===== config.mk =====
export PLATFORM = sky130hd
export DESIGN_NAME = multihTop
export DESIGN_NICKNAME = d
export VERILOG_FILES = /design/src/hw/demodPkg.sv /design/src/hw/resetGen.sv /design/src/hw/hostRegs.sv /design/src/hw/inputReclock.sv /design/src/hw/dacChannel.sv /design/src/hw/decoderSourceSelect.sv /design/src/hw/multihTop.sv
export SDC_FILE = /design/constraint.sdc
export NUM_CORES = 1
export LEC_CHECK = 0
export BUFFER_PORTS_ARGS = -buffer_cell sky130_fd_sc_hd__buf_2
export CAP_MARGIN = 10
export CORE_MARGIN = 2
export CORE_UTILIZATION = 35
export CTS_BUF_LIST = sky130_fd_sc_hd__clkbuf_8
export DETAILED_ROUTE_END_ITERATION = 8
export GPL_ROUTABILITY_DRIVEN = 1
export PLACE_DENSITY = 0.65
export SLEW_MARGIN = 20
export SYNTH_ARGS = -nofsm -noshare
export SYNTH_HDL_FRONTEND = slang
export SYNTH_SLANG_ARGS = --single-unit

===== constraint.sdc =====
create_clock -name ck933 -period 5.6 [get_ports ck933]
set_clock_uncertainty 0.2 [all_clocks]
set_input_delay 1.4 -clock ck933 [delete_from_list [all_inputs] [get_ports ck933]]
set_output_delay 1.4 -clock ck933 [all_outputs]
set_load 0.1 [all_outputs]

===== src/hw/demodPkg.sv =====
/* Shared constants and types for the multi-h glue logic.
   Host addresses are 16-bit word aligned, so bit 0 never reaches the bus.
   All widths are fixed by the DAC parts and the trellis output format. */

package demodPkg;

  //**********************************************************
  // Version and reset
  //**********************************************************
  localparam logic [15:0] VerNumber = 16'h0079;
  localparam int ResetStretch = 6;                   // Cycles held after trigger
  localparam int ResetCntWidth = $clog2(ResetStretch + 1);

  //**********************************************************
  // Widths
  //**********************************************************
  localparam int DacWidth = 14;
  localparam int TrellisWidth = 18;
  localparam int HostDataWidth = 16;
  localparam int HostAddrWidth = 11;                 // Address bits 11 down to 1

  //**********************************************************
  // Host address map
  //**********************************************************
  // Misc space is the top nibble, the rest reads 0
  localparam logic [3:0] MiscSpace = 4'hF;
  localparam logic [11:0] MiscResetAddr = 12'hF00;   // Write starts soft reset
  localparam logic [11:0] MiscVersionAddr = 12'hF04; // Version in upper half

  //**********************************************************
  // Enums
  //**********************************************************
  typedef enum logic [3:0] {
    ModeLegacy = 4'd0,
    ModeMultih = 4'd5,
    ModeAuqpsk = 4'd7
  } demodMode_t;

  typedef enum logic [3:0] {
    DacDirect       = 4'd0,
    DacTrellisI     = 4'd4,
    DacTrellisQ     = 4'd5,
    DacTrellisPhErr = 4'd6,
    DacTrellisIndex = 4'd7
  } dacSel_t;

  //**********************************************************
  // Structs
  //**********************************************************
  // Synchronous host request, live whenever cs is high
  typedef struct packed {
    logic                     cs;
    logic                     wr;
    logic                     rd;
    logic [HostAddrWidth-1:0] addr;   // Word address, byte bit dropped
    logic [HostDataWidth-1:0] wrData;
  } hostReq_t;

  typedef struct packed {
    logic [HostDataWidth-1:0] rdData;
    logic                     rdValid;  // One cycle after the read
  } hostRsp_t;

  typedef struct packed {
    logic [TrellisWidth-1:0] data;
    logic                    sync;      // Sample valid for the DAC
  } trellisChan_t;

  // Bit decoder input stream
  typedef struct packed {
    logic i;
    logic q;
    logic symEn;
    logic sym2xEn;
  } decIn_t;

endpackage


===== src/hw/resetGen.sv =====
/* Core reset generator. The soft request must be a pulse on ck933.
   Once the trigger is gone the core reset is held ResetStretch more cycles. */

`timescale 1ns/100ps

module resetGen (
  input  logic ck933,
  input  logic rs,
  input  logic softReset_i,
  output logic coreReset_o
);

  import demodPkg::*;

  logic                     softSync;   // Registered soft request
  logic [ResetCntWidth-1:0] stretchCnt;

  // Output register supplies the last stretch cycle, hence the load of one less
  always_ff @(posedge ck933 or posedge rs) begin
    if (rs) begin
      softSync    <= 1'b0;
      stretchCnt  <= ResetCntWidth'(ResetStretch - 1);
      coreReset_o <= 1'b1;
    end else begin
      softSync <= softReset_i;
      if (softSync) begin
        stretchCnt  <= ResetCntWidth'(ResetStretch - 1);
        coreReset_o <= 1'b1;
      end else if (stretchCnt != '0) begin
        stretchCnt  <= stretchCnt - 1'b1;
        coreReset_o <= 1'b1;
      end else begin
        coreReset_o <= 1'b0;                // Stretch done
      end
    end
  end

  // Downstream logic relies on a minimum reset length
  aMinResetLen : assert property (
    @(posedge ck933) $rose(coreReset_o) |-> coreReset_o [*ResetStretch]
  ) else $error("coreReset_o shorter than %0d cycles", ResetStretch);

endmodule


===== src/hw/hostRegs.sv =====
/* Host register space. Only the misc space is decoded here.
   Reads return one cycle later; writes take effect at the next edge.
   No wait states, so the host must not expect back-pressure. */

`timescale 1ns/100ps

module hostRegs (
  input  logic               ck933,
  input  logic               rs,
  input  demodPkg::hostReq_t hostReq_i,
  output demodPkg::hostRsp_t hostRsp_o,
  output logic               softReset_o
);

  import demodPkg::*;

  logic [HostAddrWidth:0]     fullAddr;   // Byte address, bit 0 always zero
  logic                       miscSel;
  logic [2*HostDataWidth-1:0] miscWord;
  logic [HostDataWidth-1:0]   rdMux;
  logic [HostDataWidth-1:0]   rdData;
  logic                       rdValid;

  //**********************************************************
  // Address decode and read mux
  //**********************************************************
  always_comb begin
    fullAddr = {hostReq_i.addr, 1'b0};
    miscSel  = hostReq_i.cs && (fullAddr[11:8] == MiscSpace);
    miscWord = '0;
    if (miscSel && ({fullAddr[11:2], 2'b00} == MiscVersionAddr)) begin
      miscWord = {VerNumber, {HostDataWidth{1'b0}}};
    end
    // Upper half on odd word address
    if (fullAddr[1]) begin
      rdMux = miscWord[2*HostDataWidth-1:HostDataWidth];
    end else begin
      rdMux = miscWord[HostDataWidth-1:0];
    end
  end

  //**********************************************************
  // Registered response and soft reset
  //**********************************************************
  always_ff @(posedge ck933 or posedge rs) begin
    if (rs) begin
      rdValid     <= 1'b0;
      softReset_o <= 1'b0;
    end else begin
      rdValid     <= hostReq_i.cs && hostReq_i.rd;
      softReset_o <= miscSel && hostReq_i.wr && (fullAddr == MiscResetAddr);
    end
  end

  always_ff @(posedge ck933) begin
    rdData <= rdMux;
  end

  assign hostRsp_o.rdData  = rdData;
  assign hostRsp_o.rdValid = rdValid;

  // A response never appears without a request the cycle before
  aRdValidPulse : assert property (
    @(posedge ck933) disable iff (rs)
    rdValid |-> $past(hostReq_i.cs && hostReq_i.rd)
  ) else $error("rdValid without a read request");

endmodule


===== src/hw/inputReclock.sv =====
/* Input register stage for all data from outside the chip.
   Adds one cycle of latency to every path; selects and mode are not
   reclocked here and must be quasi-static. */

`timescale 1ns/100ps

module inputReclock (
  input  logic                                    ck933,
  input  logic                                    rs,
  input  logic [2:0][demodPkg::DacWidth-1:0]      dacData_i,
  input  demodPkg::trellisChan_t [2:0]            trellisChan_i,
  input  demodPkg::decIn_t                        trellisDec_i,
  input  demodPkg::decIn_t                        legacyDec_i,
  output logic [2:0][demodPkg::DacWidth-1:0]      dacData_o,
  output demodPkg::trellisChan_t [2:0]            trellisChan_o,
  output demodPkg::decIn_t                        trellisDec_o,
  output demodPkg::decIn_t                        legacyDec_o
);

  import demodPkg::*;

  //**********************************************************
  // Reclock registers
  //**********************************************************
  // Enables and syncs must come out of reset low
  always_ff @(posedge ck933 or posedge rs) begin
    if (rs) begin
      dacData_o     <= '0;
      trellisChan_o <= '0;
      trellisDec_o  <= '0;
      legacyDec_o   <= '0;
    end else begin
      dacData_o     <= dacData_i;       // Direct DAC words
      trellisChan_o <= trellisChan_i;   // Trellis DAC channels with sync
      trellisDec_o  <= trellisDec_i;
      legacyDec_o   <= legacyDec_i;
    end
  end

endmodule


===== src/hw/dacChannel.sv =====
/* One DAC channel. The trellis source is used only in multi-h mode.
   The output register holds while sync is low; data leaves as offset binary.
   Two cycles from data or select at this block to dacOut_o. */

`timescale 1ns/100ps

module dacChannel (
  input  logic                          ck933,
  input  logic                          coreReset_i,
  input  demodPkg::dacSel_t             dacSel_i,
  input  demodPkg::demodMode_t          demodMode_i,
  input  logic [demodPkg::DacWidth-1:0] direct_i,
  input  demodPkg::trellisChan_t        trellis_i,
  output logic [demodPkg::DacWidth-1:0] dacOut_o
);

  import demodPkg::*;

  logic                trellisSel;
  logic [DacWidth-1:0] nextData;
  logic                nextSync;
  logic [DacWidth-1:0] selData;    // Select stage
  logic                selSync;

  //**********************************************************
  // Source select
  //**********************************************************
  always_comb begin
    trellisSel = (dacSel_i inside {DacTrellisI, DacTrellisQ, DacTrellisPhErr,
                                   DacTrellisIndex})
                 && (demodMode_i == ModeMultih);
    if (trellisSel) begin
      nextData = trellis_i.data[TrellisWidth-1 -: DacWidth];  // Top bits only
      nextSync = trellis_i.sync;
    end else begin
      nextData = direct_i;
      nextSync = 1'b1;              // Direct data every cycle
    end
  end

  always_ff @(posedge ck933) begin
    selData <= nextData;
  end

  //**********************************************************
  // Output register
  //**********************************************************
  always_ff @(posedge ck933 or posedge coreReset_i) begin
    if (coreReset_i) begin
      selSync  <= 1'b0;
      dacOut_o <= {1'b1, {(DacWidth-1){1'b0}}};  // Offset binary zero
    end else begin
      selSync <= nextSync;
      if (selSync) begin
        // Flip sign bit, two's complement to offset binary
        dacOut_o <= {~selData[DacWidth-1], selData[DacWidth-2:0]};
      end
    end
  end

  // DAC sees a held sample between syncs
  aHoldOnSync : assert property (
    @(posedge ck933) disable iff (coreReset_i)
    !selSync |=> $stable(dacOut_o)
  ) else $error("dacOut_o changed without sync");

endmodule


===== src/hw/decoderSourceSelect.sv =====
/* Bit decoder feed. Multi-h mode takes the trellis decisions, every other
   mode the legacy stream, which gets one extra register to line up with
   the legacy demodulator timing. */

`timescale 1ns/100ps

module decoderSourceSelect (
  input  logic                 ck933,
  input  logic                 coreReset_i,
  input  demodPkg::demodMode_t demodMode_i,
  input  demodPkg::decIn_t     trellisDec_i,
  input  demodPkg::decIn_t     legacyDec_i,
  output demodPkg::decIn_t     decOut_o
);

  import demodPkg::*;

  decIn_t legacyDly;
  logic   trellisEn;

  assign trellisEn = (demodMode_i == ModeMultih);

  //**********************************************************
  // Legacy delay and mode mux
  //**********************************************************
  always_ff @(posedge ck933 or posedge coreReset_i) begin
    if (coreReset_i) begin
      legacyDly <= '0;
      decOut_o  <= '0;              // Enables low in reset
    end else begin
      legacyDly <= legacyDec_i;
      if (trellisEn) begin
        decOut_o <= trellisDec_i;
      end else begin
        decOut_o <= legacyDly;      // Legacy and AU-QPSK
      end
    end
  end

endmodule


===== src/hw/multihTop.sv =====
/* Glue around the multi-h trellis decoder: reclocking, DAC formatting,
   bit decoder source and the host misc space. Trellis decoder, bit decoder
   and DAC serial control live outside and connect through the ports. */

`timescale 1ns/100ps

module multihTop (
  input  logic                               ck933,
  input  logic                               rs,
  input  demodPkg::hostReq_t                 hostReq_i,
  output demodPkg::hostRsp_t                 hostRsp_o,
  input  demodPkg::demodMode_t               demodMode_i,
  input  demodPkg::dacSel_t [2:0]            dacSel_i,
  input  logic [2:0][demodPkg::DacWidth-1:0] dacData_i,
  input  demodPkg::trellisChan_t [2:0]       trellisChan_i,
  input  demodPkg::decIn_t                   trellisDec_i,
  input  demodPkg::decIn_t                   legacyDec_i,
  output logic [2:0][demodPkg::DacWidth-1:0] dacOut_o,
  output logic                               dacRst_o,
  output demodPkg::decIn_t                   decOut_o,
  input  logic                               bsyncLock_i,
  output logic                               bsyncNLock_o,
  input  logic                               demodLock_i,
  output logic                               demodNLock_o,
  input  logic                               sdi_i,
  output logic                               sdi_o
);

  import demodPkg::*;

  logic                      softReset;
  logic                      coreReset;
  logic [2:0][DacWidth-1:0]  dacDataIn;    // Reclocked inputs
  trellisChan_t [2:0]        trellisChanIn;
  decIn_t                    trellisDecIn;
  decIn_t                    legacyDecIn;

  //**********************************************************
  // Pass-throughs
  //**********************************************************
  assign bsyncNLock_o = bsyncLock_i;
  assign demodNLock_o = demodLock_i;
  assign sdi_o        = sdi_i;
  assign dacRst_o     = coreReset;     // DAC reset follows core reset

  //**********************************************************
  // Host and reset
  //**********************************************************
  hostRegs i_hostRegs (
    .ck933       (ck933),
    .rs          (rs),
    .hostReq_i   (hostReq_i),
    .hostRsp_o   (hostRsp_o),
    .softReset_o (softReset)
  );

  resetGen i_resetGen (
    .ck933       (ck933),
    .rs          (rs),
    .softReset_i (softReset),
    .coreReset_o (coreReset)
  );

  //**********************************************************
  // Input reclock
  //**********************************************************
  inputReclock i_inputReclock (
    .ck933         (ck933),
    .rs            (rs),
    .dacData_i     (dacData_i),
    .trellisChan_i (trellisChan_i),
    .trellisDec_i  (trellisDec_i),
    .legacyDec_i   (legacyDec_i),
    .dacData_o     (dacDataIn),
    .trellisChan_o (trellisChanIn),
    .trellisDec_o  (trellisDecIn),
    .legacyDec_o   (legacyDecIn)
  );

  //**********************************************************
  // DAC channels
  //**********************************************************
  dacChannel i_dac0 (
    .ck933       (ck933),
    .coreReset_i (coreReset),
    .dacSel_i    (dacSel_i[0]),
    .demodMode_i (demodMode_i),
    .direct_i    (dacDataIn[0]),
    .trellis_i   (trellisChanIn[0]),
    .dacOut_o    (dacOut_o[0])
  );

  dacChannel i_dac1 (
    .ck933       (ck933),
    .coreReset_i (coreReset),
    .dacSel_i    (dacSel_i[1]),
    .demodMode_i (demodMode_i),
    .direct_i    (dacDataIn[1]),
    .trellis_i   (trellisChanIn[1]),
    .dacOut_o    (dacOut_o[1])
  );

  dacChannel i_dac2 (
    .ck933       (ck933),
    .coreReset_i (coreReset),
    .dacSel_i    (dacSel_i[2]),
    .demodMode_i (demodMode_i),
    .direct_i    (dacDataIn[2]),
    .trellis_i   (trellisChanIn[2]),
    .dacOut_o    (dacOut_o[2])
  );

  // Bit decoder feed
  decoderSourceSelect i_decSel (
    .ck933        (ck933),
    .coreReset_i  (coreReset),
    .demodMode_i  (demodMode_i),
    .trellisDec_i (trellisDecIn),
    .legacyDec_i  (legacyDecIn),
    .decOut_o     (decOut_o)
  );

endmodule


# Word-level counts from Yosys, hierarchy flattened
# Index checks and enable logic that the tools add are counted.
# op_classes
mux	13
bitwise_logic	3
n_lt_le_gt_ge	0
n_addsub	1
shifts	0
reduce_logical	13
n_div	0
eq_ne	16
mul	0
# op_table
operator	count
$eq 4x3->1 const B	13
$mux 14	3
$mux 23	1
$mux 16	1
$reduce_bool 4->1	3
$eq 11x11->1 const B	1
$eq 10x10->1 const B	1
$logic_and 1x1->1	8
$mux 3	2
$mux 1	5
$eq 4x4->1 const B	1
$mux 4	1
$not 1->1	3
$reduce_bool 3->1	1
$sub 3x1->3 const B	1
$reduce_bool 2->1	1
# totals
romBits	0
latch_bits	0
n_memories	0
inputBits	158
elab_cells	86
ramBits	0
ff_bits	225
out_inout_bits	67

# Longest topological paths before layout
# Gate-level depths: netlist (run 1).
# logic_depth
depth_word	5
mapped_depth	5
mapped_depth_nobuf	5

# Cells and area by module
# Synthesis (run 1) repeated with hierarchy kept, for this count alone.
# unflattened
hier_cells	366
area_unflattened_um2	6676.4
# modules_own_cells
module	instances	area_each_um2	cells_per_inst
dacChannel	3	1067.3	64
inputReclock	1	2681.3	108
hostRegs	1	267.8	29
decoderSourceSelect	1	265.3	14
resetGen	1	237.7	20
multihTop	1	22.5	3

# Worst setup path before layout (run 1)
# No wires, ideal clock.
# synth_path
path_kind	input -> output
startpoint	input port bsyncLock_i
endpoint	output port bsyncNLock_o
stages	1
t_required_ns	4.000
n_path_buf	1
slack_ns	2.337
arrival_ns	1.663
cell_sequence	buf_4
# synth_lines
element	line	source
start, declared	multihTop.sv:21	input logic bsyncLock_i,
end, declared	multihTop.sv:22	output logic bsyncNLock_o,
# No word-level cell between the ends.

# Final worst setup path (run 1)
# layout_path
startpoint	register i_resetGen.coreReset_o
endpoint	output port dacRst_o
# layout_lines
element	line	source
start, declared	resetGen.sv:10	output logic coreReset_o
start signal, assigned	resetGen.sv:23	coreReset_o <= 1'b1;
start signal, assigned	resetGen.sv:28	coreReset_o <= 1'b1;
start signal, assigned	resetGen.sv:31	coreReset_o <= 1'b1;
end, declared	multihTop.sv:19	output logic dacRst_o,
# No word-level cell between the ends.

==> impl_metrics.env, run 1 <==
export IMPL_async_flop_share_pct=78.3
export IMPL_pre_cts_ws_ns=2.32
export IMPL_die_area_um2=18600
export IMPL_p_int_w=0.00195
export IMPL_clockBufferDepth=2
export IMPL_dp_hpwl_mm=7.71
export IMPL_cts_tree="yes"
export IMPL_drc_errors=0
export IMPL_critical_path_top_delay_family="flip-flops"
export IMPL_p_sw_share_pct=31.2
export IMPL_yosys_cell_count_top_type="dfrtp_1"
export IMPL_cts_buffers=17
export IMPL_crit_type="register to output pin"
export IMPL_synth_edf_count=0
export IMPL_worst_slack_ns=2.57
export IMPL_avgSynthCellArea_um2=17.8
export IMPL_yosys_warnings=0
export IMPL_initial_core_util_pct=35.6
export IMPL_fmax_ghz=0.330
export IMPL_synth_area_leaders="dfrtp_1, mux2_2, dfxtp_1"
export IMPL_clock_latency_ns=0.45
export IMPL_grt_pass1_vias=3528
export IMPL_fill_cells=1567
export IMPL_slew_limit_headroom_pct=49.4
export IMPL_start_kind="register"
export IMPL_root_buffer="clkbuf_8"
export IMPL_postRouteWirelength_mm=11.0
export IMPL_power_density_nw_per_um2=375
export IMPL_endpoint_kind="output pin"
export IMPL_die_y_um=136
export IMPL_cts_sinks=198
export IMPL_grt_overflow=0
export IMPL_cts_htree_levels=4
export IMPL_hold_viol=0
export IMPL_worstPathMaxFanout=2
export IMPL_drive_gt1_share_pct=57.2
export IMPL_synth_distinct_cells=28
export IMPL_rsz0062_at_grt="false"
export IMPL_synthCells=345
export IMPL_first_pass_iters=5
export IMPL_vias=3215
export IMPL_p_comb_share_pct=15.8
export IMPL_tns_ns=0
export IMPL_power_share_clock_pct=29.6
export IMPL_finalNetCount=684
export IMPL_setup_viol=0
export IMPL_synth_top_area_share_pct=60.8
export IMPL_critPathRequiredTime_ns=4.00
export IMPL_synth_main_ff_cell="dfrtp_1"
export IMPL_grt_pass1_wl_mm=17.1
export IMPL_grt_use_total_pct=12.3
export IMPL_hold_path_class="register to asynchronous set/reset pin"
export IMPL_pin_count=225
export IMPL_crit_slowest_cell="dfstp_2"
export IMPL_final_max_slew_viol_count=0
export IMPL_grt_start_max_net_pins=63
export IMPL_tightest_slew_ns=0.758
export IMPL_wl_per_cell_um=14.4
export IMPL_design_core_area_um2=17200
export IMPL_fin_util_pct=43.8
export IMPL_leakagePower_nw=3.63
export IMPL_cts_hold_buf=0
export IMPL_io_buffers=173
export IMPL_path_cells="buf_2"
export IMPL_pwr_share_seq_pct=54.7
export IMPL_rows=48
export IMPL_die_w_um=136
export IMPL_antenna_cells=0
export IMPL_drv_cap=0
export IMPL_cp_arrival_ns=1.43
export IMPL_path_buf_inv=1
export IMPL_syn2layout_area_growth_pct=22.9
export IMPL_finalCritPeriodShare_pct=54.1
export IMPL_antenna_found_initial=0
export IMPL_status="finished clean"
export IMPL_p_switching_w=0.000882
export IMPL_cts_clk_slew_worst_paths_ns=0.10
export IMPL_postRouteAntennaNets=0
export IMPL_synth_seq_cells=198
export IMPL_yosysSeqAreaShare_pct=77.3
export IMPL_post_cts_buffers=0
export IMPL_irDropWorstVdd_mv=0.159
export IMPL_hold_ws_ns=0.0824
export IMPL_via_per_inst=4.22
export IMPL_period_minus_slack_ns=3.03
export IMPL_syn_area_um2=6140
export IMPL_detailedRoute_firstIterationViolations=55
export IMPL_cts_resized=0
export IMPL_cp_slowest_stage_delay_ns=0.55
export IMPL_synth_common_cells="dfrtp_1, mux2_2, dfxtp_1, buf_4, inv_1"
export IMPL_yosys_area_top_type="dfrtp_1"
export IMPL_routabilityCongestion=0.685
## flip-flops by register name, indices dropped and copies added (netlist names), 3 cells and up
register	cells
i_inputReclock.trellisChan_o	45
i_resetGen.stretchCnt	3
i_decSel.legacyDly	4
i_dac1.selData	14
i_dac1.dacOut_o	14
i_inputReclock.dacData_o	42
i_inputReclock.legacyDec_o	4
i_dac0.dacOut_o	14
i_decSel.decOut_o	4
i_dac2.selData	14
i_dac0.selData	14
i_inputReclock.trellisDec_o	4
i_dac2.dacOut_o	14
## final cells by class
class                           count  area [um^2]  area share [%]
Multi-Input combinational cell    123         1230            16.3
Timing Repair Buffer              176          888            11.8
Clock inverter                     14          118            1.56
Sequential cell                   198         4750            62.9
Inverter                            8         32.5           0.431
Tap cell                          225          282            3.73
Clock buffer                       18          248            3.28
## logic make-up after synthesis
family	count (synthesis)	synth area share (%)
multiplexers	88	16.1
buffers and inverters	34	3.32
AO/OA/AOI/OAI	3	0.326
adder cells (fa/ha/maj)	2	0.408
other	1	0.0611
flip-flops	198	77.3
AND/OR/NAND/NOR	18	2.30
XOR/XNOR	1	0.143
## worst paths after layout
path                       cells after the start  slack [ns]                      from                           end
setup / recovery                               1        2.57    i_resetGen.coreReset_o                      dacRst_o
min in group ck933                             0        0.16    i_hostRegs.softReset_o           i_resetGen.softSync
setup reg to reg                               5        4.08  i_resetGen.stretchCnt[0]      i_resetGen.stretchCnt[1]
max in group asynchronous                      3        3.24                        rs  i_inputReclock.dacData_o[18]
hold / removal                                 1        0.08    i_resetGen.coreReset_o            i_dac2.dacOut_o[9]
hold reg to reg                                1        0.08    i_resetGen.coreReset_o            i_dac2.dacOut_o[9]
## cell usage in the layout, fill, tap and decap left out, types with 2 or more instances in the layout
cell and instances:
dfstp_2 6, clkbuf_8 18, nand2b_1 2, dfrtp_1 149
clkinv_2 2, clkinvlp_4 4, dfxtp_1 43, inv_8 3
or2_1 3, buf_2 173, mux2_2 84, nand3b_2 3
inv_1 6, mux2i_1 3, conb_1 11, ha_1 2
inv_6 3, buf_4 3, nor2_1 2, clkinv_4 2
## per-layer routing
metal  global-route usage, %  share of wire, %  routed length, um  vias to the layer above
li1                        -                 -                  -                     1480
met1                    14.1                40               4360                     1612
met2                    21.0                52               5750                      112
met3                    4.59               6.1                672                       11
met4                    4.80               1.5                169                        0
met5                       0                 0                  0                        -
## power by group through the flow
stage	clock [W]	combinational, W	sequential, W
floorplan	0	0.000184	0.00172
global placement	0	0.000447	0.00157
detailed placement	0	0.000459	0.00158
CTS	0.000878	0.000461	0.00155
global route	0.000936	0.000486	0.00156
finish	0.000837	0.000446	0.00155
## metrics by stage
| step | total power (W) | instance area, um^2 | instances |
|---|---|---|---|
| after global placement | 0.00202 | 7180 | 730 |
| after detailed placement | 0.00204 | 7180 | 730 |
| after global routing | 0.00298 | 7540 | 762 |
| after floorplan | 0.00191 | 6170 | 355 |
| after CTS | 0.00289 | 7540 | 762 |
| final | 0.00283 | 7540 | 762 |
(Power assumes the default switching activity.)
==> inputs of run 2 (changes only) <==
Settings changed: ABC_AREA from default to 1, PLACE_DENSITY 0.65 to 0.67.
Clock period 5.6 ns to 2.56 ns, I/O delays scaled along.
==> impl_metrics.env, run 2 <==
export IMPL_status="finished clean"
export IMPL_pwr_share_seq_pct=52.2
export IMPL_drive_gt1_share_pct=37.3
export IMPL_synth_common_cells="dfrtp_1, nand2_1, dfxtp_1, nand4_1, mux2_2"
export IMPL_power_density_nw_per_um2=826
export IMPL_setup_viol=0
export IMPL_reg2reg_depth=1
export IMPL_synthCells=502
export IMPL_dp_hpwl_mm=9.07
export IMPL_syn2layout_area_growth_pct=21.4
export IMPL_cts_sinks=198
export IMPL_finalNetCount=833
export IMPL_cts_htree_levels=4
export IMPL_top_register="i_inputReclock.trellisChan_o"
export IMPL_antenna_found_initial=0
export IMPL_leakagePower_nw=3.96
export IMPL_slew_limit_headroom_pct=58.8
export IMPL_drc_errors=0
export IMPL_tns_ns=0
export IMPL_r2r_start="i_dac2.selSync"
export IMPL_cts_hold_buf=0
export IMPL_cts_resized=0
export IMPL_die_w_um=140
export IMPL_detailedRoute_firstIterationViolations=156
export IMPL_rrSetupSlack_ns=1.09
export IMPL_grt_start_max_net_pins=103
export IMPL_grt_pass1_vias=3859
export IMPL_clock_latency_ns=0.45
export IMPL_cts_clk_slew_worst_paths_ns=0.10
export IMPL_start_kind="register"
export IMPL_fill_cells=1712
export IMPL_power_share_clock_pct=30.9
export IMPL_postRouteWirelength_mm=12.8
export IMPL_grt_pass1_wl_mm=20.5
export IMPL_r2r_end="i_dac2.dacOut_o[5]"
export IMPL_placedCellCount=883
export IMPL_routabilityCongestion=0.723
export IMPL_top_regs="i_inputReclock.trellisChan_o x45, i_inputReclock.dacData_o x42"
export IMPL_rsz0062_at_grt="false"
export IMPL_hold_viol=0
export IMPL_yosys_cell_count_top_type="dfrtp_1"
export IMPL_synth_main_ff_cell="dfrtp_1"
export IMPL_p_sw_share_pct=31.6
export IMPL_root_buffer="clkbuf_8"
export IMPL_cts_tree="yes"
export IMPL_initial_core_util_pct=35.8
export IMPL_post_cts_buffers=0
export IMPL_io_buffers=173
export IMPL_p_int_w=0.00443
export IMPL_via_per_inst=4.28
export IMPL_pin_count=225
export IMPL_design_core_area_um2=18000
export IMPL_period_minus_slack_ns=2.28
export IMPL_path_depth=1
export IMPL_synth_area_leaders="dfrtp_1, dfxtp_1, nand2_1"
export IMPL_yosys_area_top_type="dfrtp_1"
export IMPL_worstPathMaxFanout=2
export IMPL_final_cell_mix="buf_2, dfrtp_1, nand2_1, nand4_1, dfxtp_1"
export IMPL_fin_util_pct=43.5
export IMPL_critical_path_top_delay_family="flip-flops"
export IMPL_finalCritPeriodShare_pct=89.1
export IMPL_fmax_ghz=0.438
export IMPL_avgSynthCellArea_um2=12.9
export IMPL_grt_overflow=0
export IMPL_synth_top_area_share_pct=57.7
export IMPL_synth_distinct_cells=25
export IMPL_critPathRequiredTime_ns=1.72
export IMPL_async_flop_share_pct=78.3
export IMPL_clockBufferDepth=2
export IMPL_irDropWorstVdd_mv=0.344
export IMPL_postRouteAntennaNets=0
export IMPL_wl_per_cell_um=14.0
export IMPL_p_switching_w=0.00205
export IMPL_hold_path_class="register to asynchronous set/reset pin"
export IMPL_yosysSeqAreaShare_pct=73.5
export IMPL_synth_seq_cells=198
export IMPL_tightest_slew_ns=0.618
export IMPL_path_cells="buf_2"
export IMPL_yosys_warnings=0
export IMPL_die_y_um=140
export IMPL_path_buf_inv=1
export IMPL_final_cells=915
export IMPL_synth_edf_count=0
export IMPL_first_pass_iters=4
export IMPL_final_max_slew_viol_count=0
export IMPL_crit_type="register to output pin"
export IMPL_vias=3914
export IMPL_mostFrequentLayoutCell="buf_2"
export IMPL_cp_slowest_stage_delay_ns=0.54
export IMPL_crit_slowest_cell="dfstp_2"
export IMPL_cp_arrival_ns=1.44
export IMPL_largest_reg_flops=45
export IMPL_endpoint_kind="output pin"
export IMPL_syn_area_um2=6460
export IMPL_rows=49
export IMPL_cts_buffers=17
export IMPL_grt_use_total_pct=13.7
export IMPL_p_comb_share_pct=16.9
export IMPL_drv_cap=0
export IMPL_antenna_cells=0
export IMPL_die_area_um2=19600
-- run 2: cell type report --
| class | instances | area [um^2] | area share (%) |
|---|---|---|---|
| sequential | 198 | 4750 | 60.5 |
| timing repair buffer | 181 | 938 | 12.0 |
| inverter | 17 | 67.6 | 0.861 |
| multi-input combinational | 258 | 1400 | 17.8 |
| tap | 229 | 287 | 3.65 |
| clock inverter | 15 | 174 | 2.22 |
| clock buffer | 17 | 234 | 2.98 |
-- run 2: routing by layer --
layer	wire (um)	vias to the layer above	part of all wire [%]	GRT usage, %
met1	5530	1836	43	17.3
li1	-	1929	-	-
met2	6280	132	49	22.1
met3	700	17	5.5	3.99
met5	0	-	0	0
met4	259	0	2.0	5.89
-- run 2: logic make-up after synthesis --
| group | share of synthesized area, % |
|---|---|
| adder cells (fa/ha/maj) | 0.387 |
| multiplexers | 4.53 |
| AO/OA/AOI/OAI | 0.581 |
| buffers and inverters | 5.48 |
| flip-flops | 73.5 |
| other | 0.0580 |
| AND/OR/NAND/NOR | 15.5 |
-- run 2: power groups by stage --
stage	clock (W)	sequential, W	combinational [W]
global placement	0	0.00345	0.00110
floorplan	0	0.00378	0.000462
global route	0.00224	0.00341	0.00121
finish	0.00200	0.00339	0.00110
detailed placement	0	0.00345	0.00112
CTS	0.00209	0.00339	0.00112
-- run 2: worst max path at each step --
stage,from,endpoint,slack [ns]
after floorplan,i_hostRegs.rdData[5],hostRsp_o[4],0.31
after global placement,demodMode_i[2],i_dac2.selData[0],0.59
after detailed placement,demodMode_i[2],i_dac2.selData[0],0.59
after CTS,i_dac0.dacOut_o[13],dacOut_o[13],0.23
after global routing,i_dac0.dacOut_o[13],dacOut_o[13],0.21
final,i_dac0.dacOut_o[13],dacOut_o[13],0.28
-- run 2: stage by stage --
| stage | hold WS, ns | power (W) | instance area [um^2] | worst slack (ns) |
|---|---|---|---|---|
| after floorplan | 0.131 | 0.00425 | 6500 | 0.310 |
| after global placement | 0.0395 | 0.00455 | 7440 | 0.591 |
| after detailed placement | 0.0474 | 0.00458 | 7440 | 0.590 |
| after CTS | 0.0323 | 0.00661 | 7850 | 0.228 |
| after global routing | 0.0250 | 0.00685 | 7850 | 0.209 |
| final | 0.0310 | 0.00648 | 7850 | 0.278 |
==> inputs of run 3 (changes only) <==
Settings changed: CORE_UTILIZATION 35 to 45, PLACE_DENSITY 0.67 to 0.81, REMOVE_ABC_BUFFERS from default to 1.
==> impl_metrics.env, run 3 (synthesized netlist as in run 2, its figures left out) <==
export IMPL_fmax_ghz=0.437
export IMPL_detailedRoute_firstIterationViolations=180
export IMPL_reg2reg_depth=2
export IMPL_crit_slowest_cell="dfstp_2"
export IMPL_rows=43
export IMPL_routabilityCongestion=0.719
export IMPL_power_w=0.00653
export IMPL_cp_arrival_ns=1.45
export IMPL_antenna_cells=0
export IMPL_tightest_slew_ns=0.668
export IMPL_hold_path_class="input port to register"
export IMPL_postRouteWirelength_mm=12.8
export IMPL_fill_cells=1189
export IMPL_finalNetCount=835
export IMPL_first_pass_iters=5
export IMPL_grt_pass1_wl_mm=19.7
export IMPL_top_register="i_inputReclock.trellisChan_o"
export IMPL_grt_pass1_vias=4021
export IMPL_grt_overflow=0
export IMPL_final_cells=868
export IMPL_leakagePower_nw=3.98
export IMPL_antenna_found_initial=1
export IMPL_p_int_w=0.00447
export IMPL_cts_hold_buf=0
export IMPL_cts_buffers=17
export IMPL_pin_count=225
export IMPL_setup_viol=0
export IMPL_fin_util_pct=56.2
export IMPL_die_area_um2=15300
export IMPL_path_cells="buf_2"
export IMPL_multi_input_area_um2=1400
export IMPL_irDropWorstVdd_mv=0.697
export IMPL_drive_gt1_share_pct=37.6
export IMPL_largest_reg_flops=45
export IMPL_slew_limit_headroom_pct=55.5
export IMPL_cts_htree_levels=4
export IMPL_root_buffer="clkbuf_8"
export IMPL_critical_path_top_delay_family="flip-flops"
export IMPL_cts_tree="yes"
export IMPL_regArea_um2=4750
export IMPL_critPathRequiredTime_ns=1.72
export IMPL_path_depth=1
export IMPL_wl_per_cell_um=14.7
export IMPL_postRouteAntennaNets=0
export IMPL_period_minus_slack_ns=2.29
export IMPL_top_regs="i_inputReclock.trellisChan_o x45, i_inputReclock.dacData_o x42"
export IMPL_power_share_clock_pct=31.1
export IMPL_io_buffers=173
export IMPL_p_switching_w=0.00206
export IMPL_rsz0062_at_grt="false"
export IMPL_path_buf_inv=1
export IMPL_grt_use_total_pct=17.5
export IMPL_cts_sinks=198
export IMPL_crit_type="register to output pin"
export IMPL_p_comb_share_pct=17.0
export IMPL_syn2layout_area_growth_pct=21.2
export IMPL_die_w_um=124
export IMPL_die_y_um=124
export IMPL_endpoint_kind="output pin"
export IMPL_status="finished clean"
export IMPL_drv_cap=0
export IMPL_design_core_area_um2=13900
export IMPL_finalCritPeriodShare_pct=89.4
export IMPL_final_max_slew_viol_count=0
export IMPL_dp_hpwl_mm=8.98
export IMPL_holdPathStages=1
export IMPL_mostFrequentLayoutCell="buf_2"
export IMPL_vias=4057
export IMPL_placed_area_um2=7410
export IMPL_final_area_um2=7830
export IMPL_via_per_inst=4.67
export IMPL_cts_resized=0
export IMPL_initial_core_util_pct=46.4
export IMPL_grt_start_max_net_pins=103
export IMPL_placedCellCount=836
export IMPL_worstPathMaxFanout=2
export IMPL_hold_viol=0
export IMPL_post_cts_buffers=0
export IMPL_cp_slowest_stage_delay_ns=0.57
export IMPL_final_cell_mix="buf_2, dfrtp_1, nand2_1, nand4_1, dfxtp_1"
export IMPL_clock_latency_ns=0.45
export IMPL_drc_errors=0
export IMPL_clockBufferDepth=2
export IMPL_pwr_share_seq_pct=51.9
export IMPL_start_kind="register"
export IMPL_power_density_nw_per_um2=833
export IMPL_cts_clk_slew_worst_paths_ns=0.10
export IMPL_p_sw_share_pct=31.6
run 3: cell types whose count changed in the layout (fill, tap and decap cells not counted):
cell,change
clkinv_8,-1
clkinv_2,-1
inv_6,+2
buf_12,+2
clkinvlp_4,-2
inv_4,+1
inv_1,-1
inv_8,+2
run 3: power by group through the flow:
stage,clock network [W],registers (W),logic [W]
floorplan,0,0.00379,0.000405
global placement,0,0.00345,0.00111
detailed placement,0,0.00345,0.00114
CTS,0.00208,0.00339,0.00114
global route,0.00224,0.00341,0.00122
finish,0.00203,0.00339,0.00111
run 3: final timing paths:
| path | start | end | slack [ns] |
|---|---|---|---|
| hold / removal | trellisChan_i[15] | i_inputReclock.trellisChan_o[15] | 0.08 |
| hold reg to reg | i_resetGen.coreReset_o | i_decSel.legacyDly[3] | 0.16 |
| max in group asynchronous | i_resetGen.coreReset_o | i_dac1.dacOut_o[13] | 1.37 |
| min in group asynchronous | rs | i_inputReclock.dacData_o[28] | 0.11 |
| setup reg to reg | i_dac0.selSync | i_dac0.dacOut_o[13] | 0.99 |
| setup / recovery | i_resetGen.coreReset_o | dacRst_o | 0.27 |
run 3: cell type report:
type                            count  share of cell area (%)
Inverter                           17                   0.847
Tap cell                          180                    2.88
Multi-Input combinational cell    258                    17.8
Clock inverter                     15                    2.32
Sequential cell                   198                    60.6
Clock buffer                       17                    2.99
Timing Repair Buffer              183                    12.5
run 3: metrics by stage:
step	hold WS (ns)	setup WS (ns)	TNS [ns]
finish	0.0827	0.272	0
global route	0.0303	0.210	0
floorplan	0.131	-1.77	-103.68
detailed placement	0.135	0.637	0
CTS	0.0492	0.237	0
global placement	0.135	0.658	0
run 3: metal layers:
metal	vias up	global-route usage [%]	wire (um)
met3	25	6.00	830
met4	2	7.53	296
met5	-	0	8
met1	1957	21.2	5140
li1	1933	-	-
met2	140	28.5	6480
